## config.mk

```make
export PLATFORM = sky130hd
export DESIGN_NAME = dbus_router
export DESIGN_NICKNAME = d
export VERILOG_FILES = /design/src/common/mem_sys_pkg.sv /design/src/dbus_router.sv
export SDC_FILE = /design/constraint.sdc
export NUM_CORES = 1
export LEC_CHECK = 0
export BUFFER_PORTS_ARGS = -buffer_cell sky130_fd_sc_hd__clkbuf_2
export CAP_MARGIN = 20
export CORE_MARGIN = 2
export CORE_UTILIZATION = 35
export CTS_BUF_LIST = sky130_fd_sc_hd__clkbuf_16
export CTS_CLUSTER_DIAMETER = 50
export DETAILED_ROUTE_END_ITERATION = 8
export PLACE_DENSITY = 0.79
export SLEW_MARGIN = 10
export SYNTH_ARGS = -nofsm -noshare
export SYNTH_HDL_FRONTEND = slang
export SYNTH_SLANG_ARGS = --single-unit
```

## constraint.sdc

```tcl
create_clock -name clk -period 2.1 [get_ports clk]
set_input_delay 0.42 -clock clk [delete_from_list [all_inputs] [get_ports clk]]
set_output_delay 0.42 -clock clk [all_outputs]
set_load 0.02 [all_outputs]
```

## src/common/mem_sys_pkg.sv

```systemverilog
// ==============================
// Memory subsystem package
// Shared widths, types and address map
// ==============================

package mem_sys_pkg;

  // ==============================
  // Widths
  // ==============================
  localparam int APB_ADDR_W = 13;

  // Data word and core byte address
  typedef logic [31:0] word_t;
  typedef logic [31:0] addr_t;

  // Address presented on the debug APB
  typedef logic [APB_ADDR_W-1:0] apb_addr_t;

  // Core write size code where nonzero means a write
  typedef logic [1:0] wvalid_t;

  // ==============================
  // Address map
  // ==============================

  // Inclusive byte range of the debug area
  localparam addr_t DEBUG_AREA_START = 32'h0001_0000;
  localparam addr_t DEBUG_AREA_END   = 32'h0001_0FFF;

  // Lowest of the two init bank bits
  // Both must be zero for an init write to land
  localparam int INIT_BANK_LSB = 14;

endpackage
```

## src/dbus_router.sv

```systemverilog
// ==============================
// Data bus router
// RAM or debug steering, read mux and tohost
// ==============================

`timescale 1ns/100ps

module dbus_router
  import mem_sys_pkg::*;
#(
  parameter addr_t TOHOST_ADDR = 32'h8000_1000
) (
  input  logic    clk,
  input  logic    reset_n,
  // Core data bus
  input  logic    i_rready,
  input  wvalid_t i_wvalid,
  input  addr_t   i_addr,
  input  word_t   i_wdata,
  input  logic    i_debug_mode,
  output logic    o_rvalid,
  output logic    o_wready,
  output word_t   o_rdata,
  // Data RAM
  input  word_t   i_ram_rdata,
  output logic    o_ram_we,
  output logic    o_ram_re,
  // Debug APB master
  input  logic    i_dbg_done,
  input  word_t   i_dbg_rdata,
  output logic    o_dbg_start,
  output logic    o_dbg_write,
  output word_t   o_tohost
);

  logic is_write;
  logic dbg_route;
  logic dbg_pending;
  logic dbg_wr_q;
  logic ram_rvalid_q;

  // ==============================
  // Decode
  // ==============================
  assign is_write  = (i_wvalid != 2'b00);
  assign dbg_route = i_debug_mode &&
                     (i_addr >= DEBUG_AREA_START) && (i_addr <= DEBUG_AREA_END);

  assign o_ram_we = is_write && !dbg_route;
  assign o_ram_re = i_rready && !dbg_route;

  // One start per held debug request
  assign o_dbg_start = dbg_route && (i_rready || is_write) && !dbg_pending;
  assign o_dbg_write = is_write;

  always_ff @(posedge clk or negedge reset_n)
  begin
    if (!reset_n)
    begin
      dbg_pending <= 1'b0;
      dbg_wr_q    <= 1'b0;
    end
    else if (o_dbg_start)
    begin
      dbg_pending <= 1'b1;
      dbg_wr_q    <= is_write;
    end
    else if (i_dbg_done)
    begin
      dbg_pending <= 1'b0;
    end
  end

  // ==============================
  // Responses
  // ==============================
  always_ff @(posedge clk or negedge reset_n)
  begin
    if (!reset_n)
      ram_rvalid_q <= 1'b0;
    else
      ram_rvalid_q <= o_ram_re;
  end

  assign o_rvalid = ram_rvalid_q || (i_dbg_done && !dbg_wr_q);
  // RAM writes complete at the edge they are presented
  assign o_wready = o_ram_we || (i_dbg_done && dbg_wr_q);
  assign o_rdata  = i_dbg_done ? i_dbg_rdata : i_ram_rdata;

  // Last word written to tohost
  always_ff @(posedge clk or negedge reset_n)
  begin
    if (!reset_n)
      o_tohost <= '0;
    else if (is_write && (i_addr == TOHOST_ADDR))
      o_tohost <= i_wdata;
  end

  // RAM and debug responses share the read data path
  a_no_dual_response : assert property (
    @(posedge clk) disable iff (!reset_n)
    !(ram_rvalid_q && i_dbg_done)
  );

endmodule

```

==> flow_metrics.env, run 1 <==
export IMPL_cp_cell_sequence="clkbuf_2 > nor4_1 > nand2_1 > nor3b_2 > buf_4 > and2_1 > clkbuf_2"
export IMPL_htreeDepth=2
export IMPL_stdcell_count=420
export IMPL_place_congestion=0.793
export IMPL_final_hold_violation_count=0
export IMPL_power_leakage_nw=1.86
export IMPL_clock_skew_ns=0.0000984
export IMPL_rsz0062_at_grt="no"
export IMPL_cp_max_fo=6
export IMPL_yosysTopAreaCell="dfrtp_1"
export IMPL_coreArea_um2=5470
export IMPL_clkSinkCount=35
export IMPL_hold_class="primary input to async pin"
export IMPL_post_synth_instance_area_um2=1970
export IMPL_worstPathArrival_ns=1.59
export IMPL_cpPeakStageDelay_ns=0.27
export IMPL_io_buffers=204
export IMPL_synthArstFlopShare_pct=100
export IMPL_ff2ff_path_depth=3
export IMPL_critPathRequiredTime_ns=1.68
export IMPL_yosysSeqAreaShare_pct=44.4
export IMPL_yosysWarningCount=0
export IMPL_final_nets=482
export IMPL_n_antenna_cell=0
export IMPL_pin_count=205
export IMPL_synth_cell_types=24
export IMPL_crit_family="simple AND/OR/NAND/NOR gates"
export IMPL_grt_util_all_layers_pct=19.8
export IMPL_final_cell_mix="clkbuf_2, dfrtp_1, mux2_2"
export IMPL_finalSetupViolations=0
export IMPL_dp_slack_ns=-0.00650
export IMPL_crit_slowest_cell="nor4_1"
export IMPL_synth_nets=273
export IMPL_placementRows=27
export IMPL_synth_top_area_share_pct=44.4
export IMPL_max_freq_mhz=498
export IMPL_die_height_um=79.1
export IMPL_cts_buffer_depth=2
export IMPL_layout_commonest_cell="clkbuf_2"
export IMPL_cp_end_kind="output port"
export IMPL_synthFlopType="dfrtp_1"
export IMPL_fp_dieW_um=79.1
export IMPL_postRouteAntennaNets=0
export IMPL_synth_area_per_cell_um2=14.3
export IMPL_clkTransAtPathRegs_ns=0.05
export IMPL_dieArea_um2=6260
export IMPL_vias=1908
export IMPL_grt_max_degree=36
export IMPL_crit_path_frequent_cell="clkbuf_2"
export IMPL_grt_pass1_wl_mm=9.63
export IMPL_area_growth_syn_to_layout_pct=65.8
export IMPL_critPathKind="primary input to output port"
export IMPL_cap_violations=0
export IMPL_seq_area_um2=876
export IMPL_first_global_vias=1999
export IMPL_syn_inst=138
export IMPL_synth_edf_count=0
export IMPL_place_area_um2=3090
export IMPL_clock_tree_root_cell="clkbuf_16"
export IMPL_cts_made_buffers=5
export IMPL_peakVddDrop_uv=370
export IMPL_dr_pass1_iters=4
export IMPL_overflow=0
export IMPL_multi_input_area_um2=1040
export IMPL_wl_mm=6.13
export IMPL_viasPerCell=4.54
export IMPL_drv_slew=0
export IMPL_cts_tree="yes"
export IMPL_finalCritPeriodShare_pct=95.7
export IMPL_worstSkewPairLatency_ns=0.27
export IMPL_antenna_found_initial=0
export IMPL_relSlewSlack_pct=44.1
export IMPL_synth_area_leaders="dfrtp_1, mux2_4, mux2_2"
export IMPL_worst_pin_slew_ns=0.839
export IMPL_period_minus_slack_ns=2.01
export IMPL_critPathLaunchType="primary input"
export IMPL_layout_drive_gt1_share_pct=82.2
export IMPL_wl_per_cell_um=14.6
export IMPL_power_density_nw_per_um2=565
export IMPL_initial_core_util_pct=36.1
export IMPL_final_core_util_pct=59.8
export IMPL_n_fill_cell=457
export IMPL_post_dp_hpwl_mm=5.06
export IMPL_dp_cells=411
export IMPL_crit_buf_inv=3
export IMPL_design_area_um2=3270
export IMPL_status="finished clean"
export IMPL_synth_seq_cells=35
export IMPL_critical_path_depth=7
export IMPL_timing_final_ws_setup_ns=0.0911
export IMPL_detail_route_iter0_violations=46
export IMPL_drc=0
==> power by group <==
group	leakage (nW)	internal, mW	switching [mW]
Combinational	1.29	0.176	0.178
Sequential	0.482	0.676	0.000228
Clock	0.0838	0.558	0.259
==> logic make-up (layout without fill, tap and decap cells) <==
logic type	count (synthesis)	in the layout	synth area share (%)
buffers and inverters	10	220	3.04
multiplexers	64	64	42.2
AO/OA/AOI/OAI	5	5	1.84
AND/OR/NAND/NOR	24	24	8.56
flip-flops	35	35	44.4
==> stage by stage <==
stage	setup TNS (ns)	hold slack [ns]	power (mW)
2_1_floorplan	0	0.124	0.839
3_3_place_gp	0	0.489	1.04
3_5_place_dp	-0.00779	0.493	1.05
4_1_cts	0	0.262	1.87
5_1_grt	0	0.318	1.93
6_report	0	0.237	1.85
==> flip-flops by register name, summed over array words and instances (netlist names) <==
signal / cells
dbg_wr_q: 1
o_tohost: 32
ram_rvalid_q: 1
dbg_pending: 1
==> final timing paths <==
| path | from | to | slack (ns) |
|---|---|---|---|
| max | i_addr[21] | o_dbg_start | 0.09 |
| min reg2reg | o_tohost[31] | o_tohost[31] | 0.51 |
| max in group asynchronous | reset_n | o_tohost[14] | 1.33 |
| min in group clk | i_wdata[1] | o_tohost[1] | 0.37 |
| max reg2reg | dbg_pending | dbg_wr_q | 1.17 |
| min | reset_n | o_tohost[1] | 0.24 |
==> layout make-up <==
type / instances / share of cell area (%)
clock buffer: 5 / 3.82
inverter: 3 / 0.344
clock inverter: 3 / 1.34
tap: 72 / 2.75
multi-input combinational: 93 / 31.9
sequential: 35 / 26.8
timing repair buffer: 209 / 33.1
==> cell usage after synthesis (2+ instances only) <==
library cell   n
clkbuf_1       4
nor2_1         5
buf_6          3
mux2_2        34
dfrtp_1       35
inv_1          3
nor3_1         3
nor2b_1        2
mux2_4        30
nor4_1         4
nor4_2         2
==> layer usage <==
metal	GRT usage (%)	part of all wire (%)
met1	23.5	40
met2	34.8	50
met3	4.66	8.5
met4	7.41	2.1
met5	0	0
==> repair_timing <==
action,CTS,global route
hold buffers,0,0
resized for setup,0,1
setup endpoints to repair,0,4
setup buffers,0,1
Note: power is estimated with default switching activity, not from simulation.
==> run 2: changes to the inputs <==
--- a/config.mk
+++ b/config.mk
@@ -5,7 +5,7 @@
 export SDC_FILE = /design/constraint.sdc
 export NUM_CORES = 1
 export LEC_CHECK = 0
-export BUFFER_PORTS_ARGS = -buffer_cell sky130_fd_sc_hd__clkbuf_2
+export BUFFER_PORTS_ARGS = -buffer_cell sky130_fd_sc_hd__buf_2
 export CAP_MARGIN = 20
 export CORE_MARGIN = 2
 export CORE_UTILIZATION = 35
==> flow_metrics.env, run 2 (synthesis results as in run 1) <==
export IMPL_grt_max_degree=36
export IMPL_layout_commonest_cell="buf_2"
export IMPL_viasPerCell=4.63
export IMPL_dieArea_um2=6260
export IMPL_htreeDepth=2
export IMPL_top_register="o_tohost"
export IMPL_worstSkewPairLatency_ns=0.27
export IMPL_clkTransAtPathRegs_ns=0.05
export IMPL_dr_pass1_iters=4
export IMPL_power_mw=1.71
export IMPL_wl_per_cell_um=15.3
export IMPL_postRouteAntennaNets=0
export IMPL_power_leakage_nw=1.84
export IMPL_wl_mm=6.42
export IMPL_critPathLaunchType="primary input"
export IMPL_n_antenna_cell=0
export IMPL_critPathKind="primary input to output port"
export IMPL_crit_slowest_cell="nor4bb_1"
export IMPL_period_minus_slack_ns=2.03
export IMPL_grt_util_met3_pct=5.57
export IMPL_power_density_nw_per_um2=528
export IMPL_cp_end_kind="output port"
export IMPL_detail_route_iter0_violations=51
export IMPL_grt_most_used_layer="met2"
export IMPL_cp_cell_sequence="buf_2 > nor4bb_1 > buf_4 > nor3b_1 > buf_4 > and2_1 > buf_2"
export IMPL_grtUsageMet2_pct=36.4
export IMPL_max_freq_mhz=493
export IMPL_drv_slew=0
export IMPL_io_buffers=204
export IMPL_clock_skew_ns=0.000208
export IMPL_finalCritPeriodShare_pct=96.6
export IMPL_vias=1945
export IMPL_cts_buffer_depth=2
export IMPL_final_core_util_pct=59.4
export IMPL_first_global_vias=1957
export IMPL_area_growth_syn_to_layout_pct=64.5
export IMPL_cts_tree="yes"
export IMPL_die_height_um=79.1
export IMPL_worstPathArrival_ns=1.61
export IMPL_antenna_found_initial=0
export IMPL_worst_pin_slew_ns=0.761
export IMPL_final_hold_violation_count=0
export IMPL_clkSinkCount=35
export IMPL_drc=0
export IMPL_largest_register_ffs=32
export IMPL_layout_drive_gt1_share_pct=81.9
export IMPL_status="finished clean"
export IMPL_post_dp_hpwl_mm=5.32
export IMPL_relSlewSlack_pct=49.3
export IMPL_finalSetupViolations=0
export IMPL_initial_core_util_pct=36.1
export IMPL_cts_hold_buffers=0
export IMPL_overflow=0
export IMPL_grt_pass1_wl_mm=9.83
export IMPL_hold_class="primary input to async pin"
export IMPL_place_congestion=0.792
export IMPL_pin_count=205
export IMPL_cap_violations=0
export IMPL_clock_tree_root_cell="clkbuf_16"
export IMPL_grt_util_all_layers_pct=20.4
export IMPL_coreArea_um2=5470
export IMPL_critPathRequiredTime_ns=1.68
export IMPL_placementRows=27
export IMPL_fp_dieW_um=79.1
export IMPL_peakVddDrop_uv=535
export IMPL_cts_made_buffers=5
export IMPL_final_cell_mix="buf_2, dfrtp_1, mux2_2"
export IMPL_cpPeakStageDelay_ns=0.29
export IMPL_met1_usage_pct=24.2
export IMPL_final_nets=482
export IMPL_cp_max_fo=6
-- run 2: worst max-delay path: cells and delay by family --
family | cells | cell delay, ns
buf+inv | 4 | 0.60
simple gates | 3 | 0.59
-- run 2: final cells by class --
| type | count | area (µm²) |
|---|---|---|
| Sequential cell | 35 | 876 |
| Multi-Input combinational cell | 93 | 1050 |
| Clock inverter | 3 | 15.0 |
| Timing Repair Buffer | 209 | 1080 |
| Tap cell | 72 | 90.1 |
| Fill cell | 471 | 2220 |
| Inverter | 3 | 11.3 |
| Clock buffer | 5 | 125 |
-- run 2: worst paths after layout --
kind | endpoint | slack, ns | depth (start not counted) | from
hold reg to reg | o_tohost[3] | 0.51 | 1 | o_tohost[3]
hold / removal | o_tohost[5] | 0.22 | 1 | reset_n
setup reg to reg | dbg_wr_q | 1.15 | 3 | dbg_pending
min in group clk | o_tohost[25] | 0.38 | 2 | i_wdata[25]
max in group asynchronous | o_tohost[8] | 1.40 | 1 | reset_n
setup / recovery | o_dbg_start | 0.07 | 7 | i_addr[12]
-- run 2: metrics by stage --
step           instance area [µm²]  std cells  hold slack [ns]  setup TNS [ns]  setup WS [ns]
6_report                      3250        420            0.219               0         0.0716
5_1_grt                       3250        420            0.276        -0.00219       -0.00219
4_1_cts                       3230        419            0.234               0         0.0353
3_5_place_dp                  3090        411            0.486          -0.110        -0.0474
3_3_place_gp                  3090        411            0.485               0         0.0132
2_1_floorplan                 1970        138            0.124               0         0.0844
-- run 2: repair_timing --
action                     4_1_cts  5_1_grt
setup endpoints to repair        0        1
setup buffers                    0        1
hold endpoints to repair         0        0
resized for setup                0        1
-- run 2: power by group --
group / switching [mW] / total (mW) / internal, mW
Combinational: 0.179 / 0.356 / 0.177
Clock: 0.250 / 0.681 / 0.431
Sequential: 0.000266 / 0.677 / 0.676
Total: 0.429 / 1.71 / 1.28
-- run 2: routing by layer --
metal,vias to the layer above,part of all wire [%]
met5,-,0
met4,0,2.6
met3,13,8.9
met2,119,50
met1,883,38
li1,930,-
