===== config.mk =====
export PLATFORM = sky130hd
export DESIGN_NAME = debug_apb_master
export DESIGN_NICKNAME = d
export VERILOG_FILES = /design/src/common/mem_sys_pkg.sv /design/src/debug/debug_apb_master.sv
export SDC_FILE = /design/constraint.sdc
export NUM_CORES = 1
export LEC_CHECK = 0
export BUFFER_PORTS_ARGS = -buffer_cell sky130_fd_sc_hd__buf_2
export CAP_MARGIN = 15
export CORE_ASPECT_RATIO = 2
export CORE_MARGIN = 1.5
export CORE_UTILIZATION = 34
export DETAILED_ROUTE_END_ITERATION = 7
export PLACE_DENSITY = 0.86
export SYNTH_ARGS = -nofsm -noshare
export SYNTH_HDL_FRONTEND = slang
export SYNTH_SLANG_ARGS = --single-unit

===== constraint.sdc =====
create_clock -name clk -period 3.6 [get_ports clk]
set_input_delay 0.18 -clock clk [delete_from_list [all_inputs] [get_ports clk]]
set_output_delay 0.18 -clock clk [all_outputs]
set_load 0.03 [all_outputs]

===== src/common/mem_sys_pkg.sv =====
// ==============================
// Memory subsystem package
// Shared widths, types and address map
// ==============================

package mem_sys_pkg;

  // ==============================
  // Widths
  // ==============================
  localparam int APB_ADDR_W = 13;

  // Data word and core byte address
  typedef logic [31:0] word_t;
  typedef logic [31:0] addr_t;

  // Address presented on the debug APB
  typedef logic [APB_ADDR_W-1:0] apb_addr_t;

  // Core write size code where nonzero means a write
  typedef logic [1:0] wvalid_t;

  // ==============================
  // Address map
  // ==============================

  // Inclusive byte range of the debug area
  localparam addr_t DEBUG_AREA_START = 32'h0001_0000;
  localparam addr_t DEBUG_AREA_END   = 32'h0001_0FFF;

  // Lowest of the two init bank bits
  // Both must be zero for an init write to land
  localparam int INIT_BANK_LSB = 14;

endpackage

===== src/debug/debug_apb_master.sv =====
// ==============================
// Debug APB master
// One data access per APB transfer
// ==============================

`timescale 1ns/100ps

module debug_apb_master
  import mem_sys_pkg::*;
(
  input  logic      clk,
  input  logic      reset_n,
  // Request from the data router
  input  logic      i_start,
  input  logic      i_write,
  input  addr_t     i_addr,
  input  word_t     i_wdata,
  output logic      o_done,
  output word_t     o_rdata,
  // APB
  output apb_addr_t o_apb_paddr,
  output logic      o_apb_psel,
  output logic      o_apb_penable,
  output logic      o_apb_pwrite,
  output word_t     o_apb_pwdata,
  input  logic      i_apb_pready,
  input  word_t     i_apb_prdata
);

  typedef enum logic [1:0] {
    ST_IDLE,
    ST_SETUP,
    ST_ACCESS
  } state_t;

  state_t state;
  state_t state_nxt;

  // ==============================
  // State machine
  // ==============================
  always_comb
  begin
    state_nxt = state;
    case (state)
      ST_IDLE:
      begin
        if (i_start)
          state_nxt = ST_SETUP;
      end
      ST_SETUP:
      begin
        state_nxt = ST_ACCESS;
      end
      ST_ACCESS:
      begin
        // Wait states while the slave holds PREADY low
        if (i_apb_pready)
          state_nxt = ST_IDLE;
      end
      default:
      begin
        state_nxt = ST_IDLE;
      end
    endcase
  end

  always_ff @(posedge clk or negedge reset_n)
  begin
    if (!reset_n)
      state <= ST_IDLE;
    else
      state <= state_nxt;
  end

  // Transfer fields held for the whole transfer
  always_ff @(posedge clk)
  begin
    if ((state == ST_IDLE) && i_start)
    begin
      o_apb_paddr  <= i_addr[APB_ADDR_W-1:0];
      o_apb_pwrite <= i_write;
      o_apb_pwdata <= i_wdata;
    end
  end

  // ==============================
  // Outputs
  // ==============================
  assign o_apb_psel    = (state != ST_IDLE);
  assign o_apb_penable = (state == ST_ACCESS);

  assign o_done  = (state == ST_ACCESS) && i_apb_pready;
  assign o_rdata = i_apb_prdata;

  a_penable_needs_psel : assert property (
    @(posedge clk) disable iff (!reset_n)
    o_apb_penable |-> o_apb_psel
  );

  // Address fixed from setup through the last wait state
  a_paddr_stable : assert property (
    @(posedge clk) disable iff (!reset_n)
    (o_apb_psel && $past(o_apb_psel)) |-> $stable(o_apb_paddr)
  );

endmodule


==> results of run 1 <==
[critical path, cell delays in order (launching register included)]
cell and delay, ns:
dfrtp_1 0.40, or2_1 0.29, nor2_4 0.56, buf_4 0.40
[registers in the layout (all words and copies together) (netlist names)]
name          flops
o_apb_paddr      13
o_apb_pwdata     32
state             2
o_apb_pwrite      1
[kinds of logic (layout without fill, tap and decap cells)]
logic type,count (synthesis),count (layout),share of synthesized area
muxes,1,1,0.00583
DFF,48,48,0.833
and+or+nand+nor,6,6,0.0189
buffers and inverters,33,109,0.142
[cell type report]
type,instances,area [sq um]
clock buffers,5,68.8
clock inverters,3,42.5
fillers,466,2690
inverters,1,3.75
multi-input cells,7,50.0
flip-flops and latches,48,1430
well taps,57,71.3
repair buffers,100,508
[stage by stage]
step	instances	hold slack, ns	util	area (sq um)
2_1_floorplan	88	-0.116	-	1720
3_3_place_gp	212	-0.0353	0.422	2050
3_5_place_dp	212	-0.0287	0.422	2050
4_1_cts	221	0.0354	0.447	2180
5_1_grt	221	0.0279	0.447	2180
6_report	221	0.0467	0.447	2180
[cells in the final DEF, fill, tap and decap left out]
cell type / count
and2_1: 1
buf_2: 98
buf_4: 1
bufinv_16: 1
clkbuf_8: 5
clkinv_2: 1
clkinvlp_4: 1
dfrtp_1: 2
dlygate4sd3_1: 1
edfxtp_1: 46
inv_1: 1
mux2i_1: 1
nand2b_1: 1
nor2_1: 1
nor2_4: 1
nor2b_1: 1
or2_1: 1
[path summary, 6_finish.rpt]
check	cells past startpoint	slack (ns)	endpoint	startpoint
max	3	1.63	o_apb_pwdata[21]$_DFFE_PP_	state[0]$_DFFE_PN0P_
min	1	0.05	o_apb_paddr[8]$_DFFE_PP_	i_addr[8]
max reg2reg	3	1.63	o_apb_pwdata[21]$_DFFE_PP_	state[0]$_DFFE_PN0P_
min reg2reg	1	0.49	state[1]$_DFFE_PN0P_	state[0]$_DFFE_PN0P_
max in group asynchronous	2	3.29	state[0]$_DFFE_PN0P_	reset_n
min in group asynchronous	2	0.21	state[1]$_DFFE_PN0P_	reset_n
[where the power goes]
part           total, uW  switching, uW  internal (uW)
Combinational        429            326            104
Clock                379            174            205
Sequential           776           27.8            748
Total               1580            527           1060
[repair_timing]
action | in CTS | in global routing
endpoints found under the hold margin | 2 | 0
endpoints found under the setup margin | 0 | 0
hold buffers | 1 | 0
[per-layer routing]
metal  track usage  vias up
met5             0        -
met4         0.121        0
met3        0.0620       30
met2         0.256       68
met1         0.140      413
li1              -      428
==> flow_summary.json, run 1 <==
{
  "tritoncts": "built",
  "die_area_sq_mm": 0.00551,
  "die_x_um": 53.3,
  "grt_antenna_before_repair": 0,
  "fmaxAchievable_ghz": 0.507,
  "nNetsFinal": 264,
  "path_class": "reg -> reg",
  "fin_setup_tns_ns": 0,
  "syn_inst": 88,
  "critPathMaxFanout": 26,
  "fin_total_pwr_uw": 1580,
  "setup_viol": 0,
  "syn_avg_cell_area_sq_um": 19.5,
  "power_density_mw_per_mm2": 728,
  "synthTopCellsByCount": "edfxtp_1 (46), buf_4 (32), dfrtp_1 (2), nor2_1 (2)",
  "slew_headroom": 0.525,
  "overflow": 0,
  "wl_met3_um": 450,
  "rsz0062_at_grt": "no",
  "drt-met1-wl_um": 1080,
  "critPathCaptureType": "flip-flop",
  "fin_worst_skew_ns": 0.00541,
  "gp_congestion": 0.706,
  "n_antenna_cell": 0,
  "ir_drop_mv": 0.499,
  "clk_pin_slew_worst_paths_ns": 0.09,
  "die_h_um": 104,
  "ys_async_sr_fraction": 0.0417,
  "dp_hpwl_um": 3130,
  "vias_per_cell": 4.25,
  "p_leak_uw": 0.000934,
  "period_share": 0.548,
  "cts.sinks": 48,
  "grt_pass1_wl_um": 5730,
  "grt_usage": 0.156,
  "tightest_slew_ns": 0.711,
  "setup.worst_path.start_class": "flip-flop",
  "ys_warn_count": 0,
  "cp.arrival_ns": 1.96,
  "yosysMostFrequentCell": "edfxtp_1",
  "synth_seq_cells": 48,
  "cts-root-buf": "clkbuf_8",
  "clk_latency_ns": 0.30,
  "synth.area.top_cells": "edfxtp_1 (80%), buf_4 (14%), dfrtp_1 (2.9%), mux2i_1 (0.58%), nor2_1 (0.44%)",
  "wirelength_um": 3940,
  "first_pass_iters": 3,
  "port_buffers": 98,
  "grt_max_degree": 27,
  "ioPinCount": 182,
  "yosysUniqueCellTypes": 10,
  "cts_resized": 0,
  "vias": 939,
  "core_area_sq_mm": 0.00486,
  "layout_setup_ws_ns": 1.63,
  "yosys.area.top_type": "edfxtp_1",
  "hold_path.class": "in -> reg",
  "outcome": "completed",
  "syn-num-nets": 189,
  "postCtsSetupRepairBufs": 0,
  "syn_area_sq_mm": 0.00172,
  "grt_pass1_vias": 1011,
  "drtIter0Drc": 24,
  "dr_wl_met2_um": 2180,
  "yosysTopAreaCellShare": 0.804,
  "drcViolationCount": 0,
  "dp_slack_ns": 1.60,
  "max_cap_violations": 0,
  "numCtsBuffers": 5,
  "floorplan.rows": 36,
  "required_ns": 3.59,
  "syn_to_final_growth_pct": 26.7,
  "finalHoldViolCount": 0,
  "ctsHtreeMaxLevel": 2,
  "top_layer_used": "met4",
  "post_route_cells_drive_above_1_share": 0.659,
  "wl_per_cell_um": 17.8,
  "synth-edff-count": 46,
  "start_util": 0.353,
  "synth-main-ff-cell": "edfxtp_1",
  "drtAntennaViolNets": 0,
  "ys_seq_area_frac": 0.833,
  "post-route-min-period_ns": 1.97,
  "drv_slew": 0,
  "clk_path_buf_depth": 2
}
(Power assumes the default switching activity.)
==> run 2, diff against run 1 <==
CORE_UTILIZATION = 31   (was 34)
PLACE_DENSITY = 0.83   (was 0.86)
clock period = 1.6 ns   (was 3.6 ns; I/O delays follow)
==> run 2 against run 1 <==
Net effect: count of clock-buffer cells in the layout is the same; clock power grew 120%; power grew 130%; critical endpoint is now o_apb_pwdata[26]$_DFFE_PP_; largest cell class unchanged; design area grew 22%.
==> flow_summary.json, run 2 (synthesized netlist as in run 1, its figures left out) <==
{
  "grt_pass1_wl_um": 5860,
  "grt_max_degree": 30,
  "finalHoldViolCount": 0,
  "critPathCaptureType": "flip-flop",
  "placedInstanceArea_sq_mm": 0.00208,
  "hold_path.class": "in -> reg",
  "drv_slew": 0,
  "n_antenna_cell": 0,
  "drtIter0Drc": 15,
  "p_sw_uw": 1210,
  "postCtsSetupRepairBufs": 0,
  "cts-root-buf": "clkbuf_8",
  "core_area_sq_mm": 0.00537,
  "period_share": 0.865,
  "fmaxAchievable_ghz": 0.723,
  "fin_area_sq_mm": 0.00266,
  "wl_per_cell_um": 15.3,
  "critPathMaxFanout": 17,
  "numCtsBuffers": 5,
  "p_leak_uw": 0.00114,
  "vias_per_cell": 4.30,
  "tritoncts": "built",
  "final_common_cell": "buf_2",
  "clk_latency_ns": 0.30,
  "setup.worst_path.start_class": "flip-flop",
  "setup_viol": 0,
  "drcViolationCount": 0,
  "tightest_slew_ns": 0.221,
  "reg_top3": "o_apb_pwdata x32, o_apb_paddr x13, state x2",
  "slew_headroom": 0.853,
  "ir_drop_mv": 0.935,
  "power_density_mw_per_mm2": 1390,
  "ioPinCount": 182,
  "switching_share": 0.326,
  "fin_total_pwr_uw": 3690,
  "path_class": "reg -> reg",
  "largest_reg_flops": 32,
  "cts.sinks": 48,
  "pwr-share-seq": 0.473,
  "die_area_sq_mm": 0.00602,
  "floorplan.rows": 38,
  "vias": 1165,
  "drtAntennaViolNets": 0,
  "wirelength_um": 4150,
  "post_route_cells_drive_above_1_share": 0.512,
  "start_util": 0.320,
  "comb_power_share": 0.301,
  "final_cell_mix": "buf_2 (98), dlygate4sd3_1 (47), edfxtp_1 (46)",
  "rsz0062_at_grt": "no",
  "grt_usage": 0.138,
  "cp.arrival_ns": 1.38,
  "grt_antenna_before_repair": 0,
  "fin_worst_skew_ns": 0.00487,
  "top_register": "o_apb_pwdata",
  "die_x_um": 55.6,
  "required_ns": 1.59,
  "die_h_um": 108,
  "clk_path_buf_depth": 2,
  "clk_pin_slew_worst_paths_ns": 0.08,
  "p_int_uw": 2490,
  "overflow": 0,
  "gp_congestion": 0.623,
  "outcome": "completed",
  "syn_to_final_growth_pct": 54.7,
  "max_cap_violations": 0,
  "nNetsFinal": 311,
  "port_buffers": 98,
  "power_frac_clock": 0.226,
  "ctsHtreeMaxLevel": 2,
  "first_pass_iters": 3,
  "grt_pass1_vias": 1247,
  "post-route-min-period_ns": 1.38
}
run 2: cell count changes in the layout (fill, tap and decap cells not counted), sizes merged:
cell / previous run / this run
clkinv: 1 / 2
dlygate4sd3: 1 / 47
buf: 99 / 100
clkinvlp: 1 / 0
run 2: path summary, 6_finish.rpt:
check                                      from                         end  slack (ns)  depth (start not counted)
max reg2reg                state[1]$_DFFE_PN0P_  o_apb_pwdata[26]$_DFFE_PP_        0.22                          3
min                                i_apb_pready        state[1]$_DFFE_PN0P_        0.06                          3
min reg2reg                state[1]$_DFFE_PN0P_        state[1]$_DFFE_PN0P_        0.51                          1
max                        state[1]$_DFFE_PN0P_  o_apb_pwdata[26]$_DFFE_PP_        0.22                          3
min in group asynchronous               reset_n        state[0]$_DFFE_PN0P_        0.09                          2
max in group asynchronous               reset_n        state[1]$_DFFE_PN0P_        1.41                          2
run 2: power groups by stage:
stage / clock network [uW] / logic [uW] / registers (uW)
global route: 904 / 1170 / 1770
detailed placement: 0 / 1030 / 1770
CTS: 874 / 1120 / 1750
finish: 834 / 1110 / 1750
global placement: 0 / 1010 / 1760
floorplan: 0 / 389 / 2200
run 2: area by class of cell:
| cell class | instances | area, sq um |
|---|---|---|
| clock buffers | 5 | 68.8 |
| clock inverters | 3 | 37.5 |
| fillers | 475 | 2720 |
| inverters | 1 | 3.75 |
| multi-input cells | 7 | 52.6 |
| flip-flops and latches | 48 | 1430 |
| well taps | 60 | 75.1 |
| repair buffers | 147 | 988 |
run 2: metrics by stage:
| stage | cells | setup TNS, ns | hold WS, ns | utilization | setup slack [ns] |
|---|---|---|---|---|---|
| finish | 271 | 0 | 0.0552 | 0.495 | 0.216 |
| floorplan | 88 | -10.12 | -0.216 | - | -0.220 |
| global placement | 216 | 0 | -0.135 | 0.387 | 0.242 |
| global route | 271 | 0 | 0.0586 | 0.495 | 0.163 |
| detailed placement | 216 | 0 | -0.131 | 0.387 | 0.220 |
| CTS | 271 | 0 | 0.0415 | 0.495 | 0.210 |
run 2: worst max-delay path, stage by stage, from the launching register on:
cell,delay [ns]
dfrtp_1,0.40
or2_4,0.27
nor2_4,0.14
buf_4,0.26
run 2: timing repair:
action	CTS	global route
gates resized for setup	0	0
hold buffers	47	0
endpoints found under the hold margin	48	0
run 2: metal layers:
metal | vias up | GRT usage | routed length (um)
li1 | 521 | - | -
met5 | - | 0 | 0
met1 | 547 | 0.0937 | 1120
met3 | 30 | 0.0478 | 281
met4 | 0 | 0.139 | 305
met2 | 67 | 0.262 | 2450
==> run 3, diff against run 2 <==
PLACE_DENSITY = 0.86   (was 0.83)
REMOVE_ABC_BUFFERS = 1   (was not set)
==> run 3 against run 2 <==
Net effect: utilization is 0.30 points lower; first-iteration DRC count increased to 2.5 times the previous value; worst hold slack better by 0.035 ns; global-route usage is 6.5 points higher; design area down 0.61%; critical path type unchanged; combinational power about the same.
==> flow_summary.json, run 3 (synthesized netlist as in run 1, its figures left out) <==
{
  "overflow": 0,
  "slew_headroom": 0.840,
  "outcome": "completed",
  "top_register": "o_apb_pwdata",
  "setup_viol": 0,
  "die_x_um": 55.6,
  "power_frac_clock": 0.185,
  "startpoint": "state[0]$_DFFE_PN0P_",
  "n_antenna_cell": 0,
  "post_route_cells_drive_above_1_share": 0.502,
  "ioPinCount": 182,
  "syn_to_final_growth_pct": 53.8,
  "wl_per_cell_um": 22.5,
  "die_h_um": 108,
  "reg2reg_slack_ns": 0.17,
  "hold_path.class": "in -> reg",
  "drcViolationCount": 0,
  "core_area_sq_mm": 0.00537,
  "grt_pass1_wl_um": 8340,
  "fill_cells": 482,
  "drtIter0Drc": 38,
  "clk_latency_ns": 0.29,
  "regToRegStartpoint": "state[0]$_DFFE_PN0P_",
  "nNetsFinal": 311,
  "ir_drop_mv": 1.00,
  "path_class": "reg -> reg",
  "finalHoldViolCount": 0,
  "required_ns": 1.60,
  "comb_power_share": 0.320,
  "critPathMaxFanout": 22,
  "numCtsBuffers": 5,
  "post-route-min-period_ns": 1.43,
  "power_density_mw_per_mm2": 1340,
  "pwr-share-seq": 0.495,
  "period_share": 0.895,
  "r2r_cells": 3,
  "vias_per_cell": 4.35,
  "fin_util": 0.492,
  "p_sw_uw": 1190,
  "die_area_sq_mm": 0.00602,
  "rsz0062_at_grt": "no",
  "tightest_slew_ns": 0.240,
  "clk_pin_slew_worst_paths_ns": 0.07,
  "drtAntennaViolNets": 0,
  "final_common_cell": "buf_2",
  "switching_share": 0.337,
  "rr_endpoint": "o_apb_paddr[6]$_DFFE_PP_",
  "finalNonFillerCells": 271,
  "port_buffers": 98,
  "seqCellArea_sq_mm": 0.00143,
  "p_leak_uw": 0.00112,
  "dp.cells": 216,
  "multi_input_comb_area_sq_um": 50.0,
  "wirelength_um": 6110,
  "ctsHtreeMaxLevel": 2,
  "fmaxAchievable_ghz": 0.698,
  "p_int_uw": 2340,
  "first_pass_iters": 4,
  "grt_pass1_vias": 1278,
  "grt_usage": 0.203,
  "fin_setup_tns_ns": 0,
  "reg_top3": "o_apb_pwdata x32, o_apb_paddr x13, state x2",
  "cts.sinks": 48,
  "setup.worst_path.start_class": "flip-flop",
  "tritoncts": "built",
  "largest_reg_flops": 32,
  "max_cap_violations": 0,
  "grt_antenna_before_repair": 0,
  "cts-root-buf": "clkbuf_8",
  "vias": 1180,
  "clk_path_buf_depth": 2,
  "drv_slew": 0,
  "grt_max_degree": 23,
  "cp.arrival_ns": 1.43,
  "fin_worst_skew_ns": 0.00513,
  "gp_congestion": 0.750,
  "start_util": 0.320,
  "whs_ns": 0.0901,
  "final_cell_mix": "buf_2 (98), dlygate4sd3_1 (47), edfxtp_1 (46)",
  "postCtsSetupRepairBufs": 0,
  "critPathCaptureType": "flip-flop",
  "cp-endpoint": "o_apb_paddr[6]$_DFFE_PP_",
  "floorplan.rows": 38
}
-- run 3: cell count changes in the layout (fill, tap and decap cells not counted), sizes merged --
cell    delta
bufinv     -1
clkinv     -1
clkbuf     +2
-- run 3: layer usage --
metal  track usage  wire [um]  up-vias
li1              -          -      524
met4        0.0436         48        0
met5             0          0        -
met1         0.111       1280      494
met2         0.433       3730      157
met3         0.157       1060        5
-- run 3: critical path: stages (launching register included) --
cell	delay (ns)
dfrtp_1	0.41
or2_1	0.30
nor2_4	0.23
buf_12	0.21
-- run 3: cell type report --
class                   count  share of cell area
well taps                  60              0.0284
clock buffers               7              0.0289
repair buffers            147               0.379
clock inverters             1             0.00142
flip-flops and latches     48               0.542
inverters                   1             0.00142
multi-input cells           7              0.0189
-- run 3: per-stage QoR --
| stage | area [sq um] | worst slack [ns] | power (uW) |
|---|---|---|---|
| 2_1_floorplan | 1480 | -1.59 | 2420 |
| 3_3_place_gp | 2090 | 0.223 | 2780 |
| 3_5_place_dp | 2090 | 0.182 | 2810 |
| 4_1_cts | 2640 | 0.175 | 3550 |
| 5_1_grt | 2640 | 0.125 | 3680 |
| 6_report | 2640 | 0.168 | 3530 |
-- run 3: worst min path at each step --
stage / startpoint / to / cells after the start
finish: i_start / state[0]$_DFFE_PN0P_ / 3
global route: reset_n / state[1]$_DFFE_PN0P_ / 2
CTS: i_start / state[0]$_DFFE_PN0P_ / 3
detailed placement: reset_n / state[0]$_DFFE_PN0P_ / 1
global placement: reset_n / state[1]$_DFFE_PN0P_ / 1
floorplan: reset_n / state[0]$_DFFE_PN0P_ / 0
-- run 3: power groups by stage --
stage	clock network (uW)	registers, uW	logic [uW]
after floorplan	0	2210	211
after global placement	0	1760	1020
after detailed placement	0	1770	1040
after CTS	679	1740	1130
after global routing	726	1770	1180
final	655	1750	1130
-- run 3: what timing repair did --
item	in CTS	in global routing
endpoints found under the hold margin	48	0
hold buffers	47	0
gates resized for setup	0	0
